`config.mk`:
```
export PLATFORM = sky130hd
export DESIGN_NAME = cpu_top
export DESIGN_NICKNAME = d
export VERILOG_FILES = /design/src/cpu_pkg.sv /design/src/alu.sv /design/src/cpu_top.sv /design/src/reg_file.sv /design/src/sequencer.sv
export VERILOG_INCLUDE_DIRS = /design/src
export SDC_FILE = /design/constraint.sdc
export NUM_CORES = 1
export LEC_CHECK = 0
export ABC_AREA = 1
export BUFFER_PORTS_ARGS = -buffer_cell sky130_fd_sc_hd__buf_2
export CELL_PAD_IN_SITES_DETAIL_PLACEMENT = 1
export CELL_PAD_IN_SITES_GLOBAL_PLACEMENT = 1
export CORE_ASPECT_RATIO = 0.5
export CORE_UTILIZATION = 30
export CTS_CLUSTER_SIZE = 14
export DETAILED_ROUTE_END_ITERATION = 10
export PLACE_DENSITY = 0.69
export REMOVE_ABC_BUFFERS = 1
export SLEW_MARGIN = 20
export SYNTH_ARGS = -nofsm -noshare
export SYNTH_HDL_FRONTEND = slang
export SYNTH_SLANG_ARGS = --single-unit
```
`constraint.sdc`:
```
create_clock -name clock -period 6.6 [get_ports clock]
set_input_delay 0.33 -clock clock [delete_from_list [all_inputs] [get_ports clock]]
set_output_delay 0.33 -clock clock [all_outputs]
set_load 0.01 [all_outputs]
```
`src/cpu_defs.svh`:
```
`ifndef CPU_DEFS_SVH
`define CPU_DEFS_SVH

// data path and address width
`define CPU_WORD_W    32

// general registers, each with its own flag
`define CPU_NREGS     8

// program counter after reset
`define CPU_RESET_PC  0

// opcodes, anything else is a no-op
`define CPU_OP_ADD    6'd1
`define CPU_OP_SUB    6'd2
`define CPU_OP_AND    6'd3
`define CPU_OP_OR     6'd4
`define CPU_OP_XOR    6'd5
`define CPU_OP_LOADI  6'd6
`define CPU_OP_STORE  6'd7
`define CPU_OP_CMP    6'd8
`define CPU_OP_BRF    6'd9

`endif

```
`src/cpu_pkg.sv`:
```
`default_nettype none

`include "cpu_defs.svh"

package cpu_pkg;

    typedef logic [`CPU_WORD_W-1:0] word_t;
    typedef logic [`CPU_WORD_W-1:0] addr_t;
    typedef logic [$clog2(`CPU_NREGS)-1:0] reg_idx_t;
    typedef logic [5:0] opcode_t;
    typedef logic [15:0] imm_t;

    typedef enum logic [1:0]
    {
        FETCH,
        EXECUTE,
        UPDATE
    } cpu_state_t;

    // same bit order as the instruction word, imm on top
    typedef struct packed
    {
        imm_t     imm;
        logic     half;
        reg_idx_t dst;
        reg_idx_t src_b;
        reg_idx_t src_a;
        opcode_t  opcode;
    } instr_t;

    // one register file write, data and flag enabled separately
    typedef struct packed
    {
        logic     reg_we;
        logic     flag_we;
        reg_idx_t dst;
        word_t    data;
        logic     flag;
    } rf_write_t;

endpackage

`default_nettype wire

```
`src/alu.sv`:
```
`default_nettype none
`timescale 1ns/1ps

`include "cpu_defs.svh"

module alu
(
    input  cpu_pkg::instr_t      instr,
    input  cpu_pkg::word_t       rd_a,
    input  cpu_pkg::word_t       rd_b,
    input  logic                 flag_a,
    input  logic                 exec,
    output cpu_pkg::rf_write_t   wr,
    output logic                 store_we,
    output cpu_pkg::addr_t       store_addr,
    output cpu_pkg::word_t       store_data,
    output logic                 branch_taken
);

    import cpu_pkg::*;

    // one extra bit catches carry out and borrow
    logic [`CPU_WORD_W:0] sum;
    logic [`CPU_WORD_W:0] diff;
    word_t                result;
    logic                 res_flag;
    logic                 reg_we;
    logic                 flag_we;
    logic                 do_store;

    assign sum  = {1'b0, rd_a} + {1'b0, rd_b};
    assign diff = {1'b0, rd_a} - {1'b0, rd_b};

    always_comb
    begin
        result   = rd_a;
        res_flag = 1'b0;
        reg_we   = 1'b0;
        flag_we  = 1'b0;
        do_store = 1'b0;
        case (instr.opcode)
            `CPU_OP_ADD:
            begin
                result   = sum[`CPU_WORD_W-1:0];
                res_flag = sum[`CPU_WORD_W];
                reg_we   = 1'b1;
                flag_we  = 1'b1;
            end
            `CPU_OP_SUB:
            begin
                result   = diff[`CPU_WORD_W-1:0];
                res_flag = diff[`CPU_WORD_W];
                reg_we   = 1'b1;
                flag_we  = 1'b1;
            end
            `CPU_OP_AND, `CPU_OP_OR, `CPU_OP_XOR:
            begin
                if (instr.opcode == `CPU_OP_AND)
                    result = rd_a & rd_b;
                else if (instr.opcode == `CPU_OP_OR)
                    result = rd_a | rd_b;
                else
                    result = rd_a ^ rd_b;
                res_flag = (result == '0);
                reg_we   = 1'b1;
                flag_we  = 1'b1;
            end
            `CPU_OP_LOADI:
            begin
                // rd_a reads the destination here, see decode in the sequencer
                if (instr.half)
                    result = {instr.imm, rd_a[$bits(imm_t)-1:0]};
                else
                    result = {rd_a[`CPU_WORD_W-1:$bits(imm_t)], instr.imm};
                reg_we  = 1'b1;
                flag_we = 1'b1;
            end
            `CPU_OP_CMP:
            begin
                res_flag = (rd_a < rd_b);
                flag_we  = 1'b1;
            end
            `CPU_OP_STORE:
            begin
                do_store = 1'b1;
            end
            default:
            begin
            end
        endcase
    end

    assign wr = '{reg_we: reg_we && exec, flag_we: flag_we && exec, dst: instr.dst,
                  data: result, flag: res_flag};

    assign store_we   = do_store && exec;
    assign store_addr = rd_a;
    assign store_data = rd_b;

    assign branch_taken = (instr.opcode == `CPU_OP_BRF) && flag_a;

    // exec falls at the end of every execute cycle, so this samples the live strobes
    // a store leaves the registers alone and puts a known address and word on the bus
    a_store_or_write: assert property (
        @(negedge exec) store_we |-> !wr.reg_we && !$isunknown({store_addr, store_data})
    ) else $error("store with a register write or an unknown address or data");

endmodule

`default_nettype wire

```
`src/cpu_top.sv`:
```
`default_nettype none
`timescale 1ns/1ps

module cpu_top
(
    input  logic              clock,
    input  logic              rst_n,
    input  cpu_pkg::word_t    mem_rdata,
    output cpu_pkg::addr_t    mem_addr,
    output cpu_pkg::word_t    mem_wdata,
    output logic              mem_we,
    output logic              fetch
);

    import cpu_pkg::*;

    instr_t    instr;
    logic      exec;
    addr_t     pc;
    word_t     rd_a;
    word_t     rd_b;
    logic      flag_a;
    rf_write_t wr;
    logic      store_we;
    addr_t     store_addr;
    word_t     store_data;
    logic      branch_taken;

    sequencer u_sequencer
    (
        .clock        (clock),
        .rst_n        (rst_n),
        .mem_rdata    (mem_rdata),
        .branch_taken (branch_taken),
        .instr        (instr),
        .exec         (exec),
        .fetch        (fetch),
        .pc           (pc)
    );

    reg_file u_reg_file
    (
        .clock    (clock),
        .rst_n    (rst_n),
        .rd_sel_a (instr.src_a),
        .rd_sel_b (instr.src_b),
        .rd_a     (rd_a),
        .rd_b     (rd_b),
        .flag_a   (flag_a),
        .wr       (wr)
    );

    alu u_alu
    (
        .instr        (instr),
        .rd_a         (rd_a),
        .rd_b         (rd_b),
        .flag_a       (flag_a),
        .exec         (exec),
        .wr           (wr),
        .store_we     (store_we),
        .store_addr   (store_addr),
        .store_data   (store_data),
        .branch_taken (branch_taken)
    );

    // the bus carries the store address only while the strobe is up
    assign mem_addr  = store_we ? store_addr : pc;
    assign mem_wdata = store_data;
    assign mem_we    = store_we;

endmodule

`default_nettype wire

```
`src/reg_file.sv`:
```
`default_nettype none
`timescale 1ns/1ps

module reg_file
(
    input  logic                 clock,
    input  logic                 rst_n,
    input  cpu_pkg::reg_idx_t    rd_sel_a,
    input  cpu_pkg::reg_idx_t    rd_sel_b,
    output cpu_pkg::word_t       rd_a,
    output cpu_pkg::word_t       rd_b,
    output logic                 flag_a,
    input  cpu_pkg::rf_write_t   wr
);

    import cpu_pkg::*;

    // one entry per value of the select field
    word_t                               regs [1 << $bits(reg_idx_t)];
    logic  [(1 << $bits(reg_idx_t))-1:0] flags;

    always_ff @(posedge clock or negedge rst_n)
    begin
        if (!rst_n)
        begin
            for (int i = 0; i < (1 << $bits(reg_idx_t)); i++)
            begin
                regs[i] <= '0;
            end
            flags <= '0;
        end
        else
        begin
            if (wr.reg_we)
            begin
                regs[wr.dst] <= wr.data;
            end
            if (wr.flag_we)
            begin
                flags[wr.dst] <= wr.flag;
            end
        end
    end

    // reads see the old value until the write edge
    assign rd_a   = regs[rd_sel_a];
    assign rd_b   = regs[rd_sel_b];
    assign flag_a = flags[rd_sel_a];

    // enables come out of the ALU decode and must be clean once out of reset
    a_we_known: assert property (
        @(posedge clock) disable iff (!rst_n)
        !$isunknown({wr.reg_we, wr.flag_we})
    ) else $error("register file write enable is unknown");

endmodule

`default_nettype wire

```
`src/sequencer.sv`:
```
`default_nettype none
`timescale 1ns/1ps

`include "cpu_defs.svh"

module sequencer
(
    input  logic              clock,
    input  logic              rst_n,
    input  cpu_pkg::word_t    mem_rdata,
    input  logic              branch_taken,
    output cpu_pkg::instr_t   instr,
    output logic              exec,
    output logic              fetch,
    output cpu_pkg::addr_t    pc
);

    import cpu_pkg::*;

    cpu_state_t state;
    instr_t     ir;
    logic       branch_q;
    addr_t      pc_next;

    always_ff @(posedge clock or negedge rst_n)
    begin
        if (!rst_n)
        begin
            state    <= FETCH;
            pc       <= addr_t'(`CPU_RESET_PC);
            ir       <= '0;
            branch_q <= 1'b0;
        end
        else
        begin
            case (state)
                FETCH:
                begin
                    ir    <= instr_t'(mem_rdata);
                    state <= EXECUTE;
                end
                EXECUTE:
                begin
                    branch_q <= branch_taken;
                    state    <= UPDATE;
                end
                default:
                begin
                    pc    <= pc_next;
                    state <= FETCH;
                end
            endcase
        end
    end

    // target is the immediate, zero extended
    always_comb
    begin
        pc_next = pc + addr_t'(1);
        if (branch_q)
        begin
            pc_next = addr_t'(ir.imm);
        end
    end

    // LOADI keeps half of its destination, so route dst onto the first read port
    always_comb
    begin
        instr = ir;
        if (ir.opcode == `CPU_OP_LOADI)
        begin
            instr.src_a = ir.dst;
        end
    end

    assign fetch = (state == FETCH);
    assign exec  = (state == EXECUTE);

    // one fetch, one execute, one update, then the next fetch
    a_three_cycles: assert property (
        @(posedge clock) disable iff (!rst_n)
        fetch |-> !exec ##1 (exec && !fetch) ##1 (!exec && !fetch) ##1 fetch
    ) else $error("fetch and execute out of sequence");

endmodule

`default_nettype wire

```
Word level (Yosys, flattened, before mapping)
Cells that the tools add are included.
{ "word_totals": {"out_inout_bits": 66, "wordCells": 84, "in_bits": 34, "register_bits": 331} }
{ "op_classes": {"n_mux": 27, "n_addsub": 3, "n_lt_le_gt_ge": 8, "n_eq_ne": 10, "n_bitwise": 6, "reduce_logical": 12} }
{ "ops": {"columns": ["cell", "count"], "rows": [
  ["$mux W32", 11],
  ["$bwmux W256", 1],
  ["$bmux W32 S3", 2],
  ["$pmux W32 S4", 1],
  ["$demux W32 S3", 1],
  ["$add A32 B32 Y33", 1],
  ["$sub A32 B32 Y33", 1],
  ["$add A32 B1 Y32 const B", 1],
  ["$and A32 B32 Y32", 1],
  ["$logic_not A32 Y1", 1],
  ["$lt A32 B32 Y1", 1],
  ["$or A32 B32 Y32", 1],
  ["$xor A32 B32 Y32", 1],
  ["$eq A6 B3 Y1 const B", 4],
  ["$eq A6 B2 Y1 const B", 2],
  ["$eq A6 B4 Y1 const B", 2],
  ["$ge A4 B4 Y1 const B", 3],
  ["$not A3 Y4", 3],
  ["$bwmux W8", 1],
  ["$lt A3 B4 Y1 const B", 2],
  ["$reduce_or A7 Y1", 1],
  ["$eq A6 B1 Y1 const B", 1],
  ["$logic_and A1 B1 Y1", 6],
  ["$reduce_or A6 Y1", 1],
  ["other kinds (12)", 16]
]} }

Logic depth before layout (Yosys ltp)
{ "logic_depth": {"word_depth": 13, "ltp_mapped": 31, "mapped_depth_nobuf": 28} }

By module
A second synthesis with hierarchy kept.
{ "hier_totals": {"cells_unflattened": 4672, "hier_area_um2": 27805.4} }
{ "modules_own_cells": {"columns": ["module", "instances", "area_per_inst_um2", "seq_area_each_um2", "cells_each"], "rows": [
  ["reg_file", 1, 15289.7, 6606.3, 2374],
  ["alu", 1, 8365.5, 0.0, 1740],
  ["sequencer", 1, 3658.5, 1676.6, 454],
  ["cpu_top", 1, 491.7, 0.0, 104]
]} }

Least setup slack after synthesis
Ideal clock, no wire load.
{ "synth_path": {"kind": "register -> register", "from": "register u_sequencer.ir, in the netlist u_sequencer.instr[9]", "to": "register u_reg_file.regs[29] (netlist name)", "slack_ns": 2.936, "synth_period_minus_slack_ns": 3.664, "required_ns": 6.482, "setup_ns": 0.118, "arrival_ns": 3.545, "path_stages_with_launch": 23, "n_path_buf": 3, "path_cell_list": "dfrtp_1 -> clkbuf_1 -> clkbuf_1 -> o21ai_0 -> o22ai_1 -> inv_1 -> o21ai_0 -> inv_1 -> ha_1 -> clkbuf_1 -> nand2_1 -> nor2_1 -> inv_1 -> nor3_1 -> nand2_1 -> nand2_1 -> nand2_1 -> nand2_1 -> nand2_1 -> nand3_1 -> nand4_2 -> nand3_1 -> nand2_1"} }
{ "synth_via": {"word_cells_on_any_way": 14, "cone_classes": "2 x add/sub; 8 x mux; 4 x bitwise"} }
{ "synth_lines": {"columns": ["element", "line", "source"], "rows": [
  ["start, declared", "sequencer.sv:21", "instr_t ir;"],
  ["start signal, assigned", "sequencer.sv:39", "ir <= instr_t'(mem_rdata);"],
  ["$not A3 Y4 (implied by the code) *", "reg_file.sv:47", "assign rd_b = regs[rd_sel_b];"],
  ["$bmux W32 S3 *", "reg_file.sv:47", null],
  ["$mux W32 (implied by the code) * (2 in a row)", "reg_file.sv:47", null],
  ["net mem_wdata[11]", "cpu_top.sv:10", "output cpu_pkg::word_t mem_wdata,"],
  ["$sub A32 B32 Y33 / $add A32 B32 Y33 (equally long branches)", "alu.sv:32, alu.sv:31", null],
  ["$pmux W32 S4 *", "alu.sv:41", "case (instr.opcode)"],
  ["$bwmux W256 *", "reg_file.sv:36", "regs[wr.dst] <= wr.data;"],
  ["end signal, assigned by index", "reg_file.sv:36", null],
  ["end, declared", "reg_file.sv:19", "word_t regs [1 << $bits(reg_idx_t)];"]
]} }
Mark *: on every way through the listed nets, which the timed path passes. The rest lies on a longest branch. The select of a mux whose other input is x is not followed.
A chain may end at the register's enable or synchronous reset.

Worst setup path in the final report
{ "layout_path": {"from": "register u_sequencer.ir, in the netlist u_sequencer.instr[9]", "to": "register u_reg_file.regs[159] (netlist name)"} }
{ "layout_via": {"elab_chain_cells": 10, "word_cells_on_any_way": 14, "cone_classes": "2 x add/sub; 8 x mux; 4 x bitwise"} }
{ "layout_lines": {"columns": ["element", "line"], "rows": [
  ["$not A3 Y4 (implied by the code) *", "reg_file.sv:47"],
  ["$bmux W32 S3 *", "reg_file.sv:47"],
  ["$mux W32 (implied by the code) * (2 in a row)", "reg_file.sv:47"],
  ["branches (longest 4 deep; another with $sub A32 B32 Y33)", null],
  ["$pmux W32 S4 *", "alu.sv:41"],
  ["$bwmux W256 *", "reg_file.sv:36"]
]} }
Every way passes the cells marked *. The select of a mux whose other input is x is not followed.

==> run summary <==
arrival time at the worst endpoint - 6560 ps
maximum number of pins on one net before global-route repair - 94
number of failing setup endpoints in the final timing report - 0
area share of the leading cell type in the synthesized netlist - 0.315
number of core rows - 76
initial cell density of the core - 0.304
placeable core area - 86,400 um^2
flip-flop cell with the highest count after synthesis - dfrtp_1
Worst Setup Slack, final - 551 ps
leakage power of the design - 15.2 nW
internal power - 3.99 mW
sequential standard cell area - 8290 um^2
RePlAce Congestion - 0.992
Psw - 2.77 mW
setup skew after layout - 52.8 ps
sw frac - 0.410
Initial DRC Count - 3,152
initial antenna violation count - 2
run status - completed
Worst Tran Pin Value - 1250 ps
post-route core utilization - 0.344
remaining antenna violation count - 0
Crit Path Max Fanout - 76
number of post-CTS setup repair buffers - 0
number of distinct library cells after synthesis - 50
PD cells - 227 nW/um^2
share of total power in the clock network - 0.338
die area - 89,000 um^2
Num CTS Buffers - 38
worst slew margin relative to its limit - 0.158
Worst EP required - 7110 ps
synthesized area per cell - 6.22 um^2
later-pin clock latency in the skew report - 630 ps
library cell used as clock root buffer - clkbuf_16
Critical Path Sink Type - flip-flop
CP top delay family - simple AND/OR/NAND/NOR gates
met1 layer usage reported by global route - 0.435
detailed-routing iteration count for the pre-antenna-repair pass - 5
number of buffers between clock root and the deepest sink - 3
slowest stage delay, CP - 960 ps
Critical Setup Path Class - flip-flop to flip-flop
FMAX - 165 MHz
Crit path buffers/inverters - 4
global-route wire length before repair - 202 mm
Synth Register Bits - 331
worst voltage drop across the vdd grid - 0.000162 V
footprint of the multi-input gates - 15,500 um^2
number of global-route vias before repair - 30,700
max-slew violation count - 0
PortBufs - 99
kind of start point of the critical path - flip-flop
clock slew seen by the registers of the worst setup and hold paths - 70 ps
routing layer with the top usage in global route - met2
number of top-level pins - 100
setup repair after global routing missed its margin - no
Netlist Area Pre-Place - 26,300 um^2
final hold viol count - 0
Comb power frac - 0.325
filler cell count - 11,300
total gr overflow - 0
Total Routed Length - 137 mm
setup tns final - 0 ps
Final Critical Period - 6050 ps
sum of net half-perimeters after detailed placement - 96.2 mm
maxcap violations - 0
number of instances in the synthesized netlist - 4,231
worst hold slack - 351 ps
TritonCTS clock tree - yes
GR Layer Usage met2 - 0.440
vias post-DR - 31,000
total global-route track usage - 0.305
total number of nets in the final design - 4,416
sink count of the clock tree - 331
synth warn - 0
Avg Vias per Cell - 5.65
final cycle utilization of the critical path - 0.917
leading cell types by count after synthesis - nand2_1, nand3_1, inv_1
slowest library cell on the worst path - o21ai_0
proportion of register bits with asynchronous set or reset after synthesis - 1.00
largest area contributor in the netlist - dfrtp_1
most area-consuming cells after synthesis - dfrtp_1, nand2_1, nand3_1
share of power burned in registers - 0.337
sequential share of the synthesized area - 0.315
type of the worst min-delay path - primary input to asynchronous set/reset pin
die height - 211 um
number of remaining DRC errors - 0
maximum level of the CTS H-tree - 2
chip width - 421 um
chain of cells forming the critical path - inv_4 > o21ai_0 > o22ai_1 > inv_1 > o21ai_0 > inv_1 > ha_1 > nand2_1 > nor2_1 > nand2_1 > nor4_1 > nand2_1 > nand2_1 > nand2_1 > nand3_1 > nand2_1 > inv_1 > nand3_2 > nand2_1 > nand2_1
Post-synth EDFFs - 0
area growth from synthesis to layout - 13.2%
post-DR wirelength/cell - 25.1 um
most numerous cell on the critical path - nand2_1
met3 routing resource usage after global routing - 0.0885
most used standard cell by instance count after synthesis - nand2_1
post-place setup slack - 942 ps
fraction of final layout cells with drive strength greater than 1 - 0.0818
==> worst paths after layout <==
| path | slack [ps] | depth (start not counted) | start | to |
|---|---|---|---|---|
| max in group asynchronous | 4600 | 3 | rst_n | u_sequencer.instr[9] |
| min in group clock | 470 | 4 | mem_rdata[6] | u_sequencer.ir[6] |
| min reg2reg | 480 | 2 | u_reg_file.regs[46] | u_reg_file.regs[46] |
| max | 550 | 20 | u_sequencer.instr[9] | u_reg_file.regs[159] |
| min | 350 | 2 | rst_n | u_sequencer.instr[2] |
| max reg2reg | 550 | 20 | u_sequencer.instr[9] | u_reg_file.regs[159] |
==> metrics by stage <==
stage | cells | total power, mW | cell area (um^2)
2_1_floorplan | 4006 | 3.51 | 25300
3_3_place_gp | 5369 | 4.36 | 28100
3_5_place_dp | 5369 | 4.41 | 28100
4_1_cts | 5471 | 6.71 | 29800
5_1_grt | 5471 | 7.06 | 29800
6_report | 5474 | 6.76 | 29800
==> power groups by stage <==
stage                     sequential (mW)  clock, mW  combinational (mW)
after floorplan                      2.28          0                1.23
after global placement               2.30          0                2.06
after detailed placement             2.31          0                2.10
after CTS                            2.27       2.31                2.12
after global routing                 2.29       2.39                2.37
final                                2.28       2.29                2.20
==> placed cells by master, fill, tap and decap left out, types with 33 or more instances in the layout <==
master	n
clkbuf_16	38
inv_1	393
nand2_1	1497
ha_1	108
o21ai_0	296
buf_2	98
nor2_1	295
dfrtp_1	329
dlygate4sd3_1	33
nand4_1	61
nor3_1	33
buf_4	90
a21oi_1	164
nand3_1	566
o22ai_1	62
==> what timing repair did <==
action / in CTS / in global routing
resized for setup: 0 / 0
hold endpoints to repair: 121 / 0
endpoints found under the setup margin: 0 / 0
hold buffers: 33 / 0
==> per-layer routing <==
layer,up-vias,wire [um]
li1,13800,-
met1,15500,61200
met2,1434,56400
met3,227,15600
met4,0,4030
met5,-,0
==> sequential cells by signal (all words and copies together) (netlist names) <==
signal,cells
u_sequencer.instr,29
u_sequencer.ir,3
u_sequencer.branch_q,1
u_reg_file.regs,256
u_sequencer.pc,32
u_sequencer.state,2
u_reg_file.flags,8
==> final cells by class <==
class,instances,area share
multi-input cells,3247,0.521
flip-flops and latches,331,0.278
inverters,428,0.0541
repair buffers,226,0.0535
well taps,1170,0.0492
clock buffers,49,0.0364
clock inverters,20,0.00693
diodes,3,0.000252
==> logic make-up (layout without fill, tap and decap cells) <==
| logic type | after synthesis | in the layout | synth area share |
|---|---|---|---|
| AND/OR/NAND/NOR | 2524 | 2524 | 0.405 |
| other | 0 | 3 | 0 |
| adder cells (fa/ha/maj) | 110 | 110 | 0.0529 |
| flip-flops | 331 | 331 | 0.315 |
| AO/OA/AOI/OAI | 606 | 606 | 0.127 |
| buffers and inverters | 653 | 723 | 0.0984 |
| XOR/XNOR | 7 | 7 | 0.00233 |
Note: power is estimated with default switching activity, not from simulation.
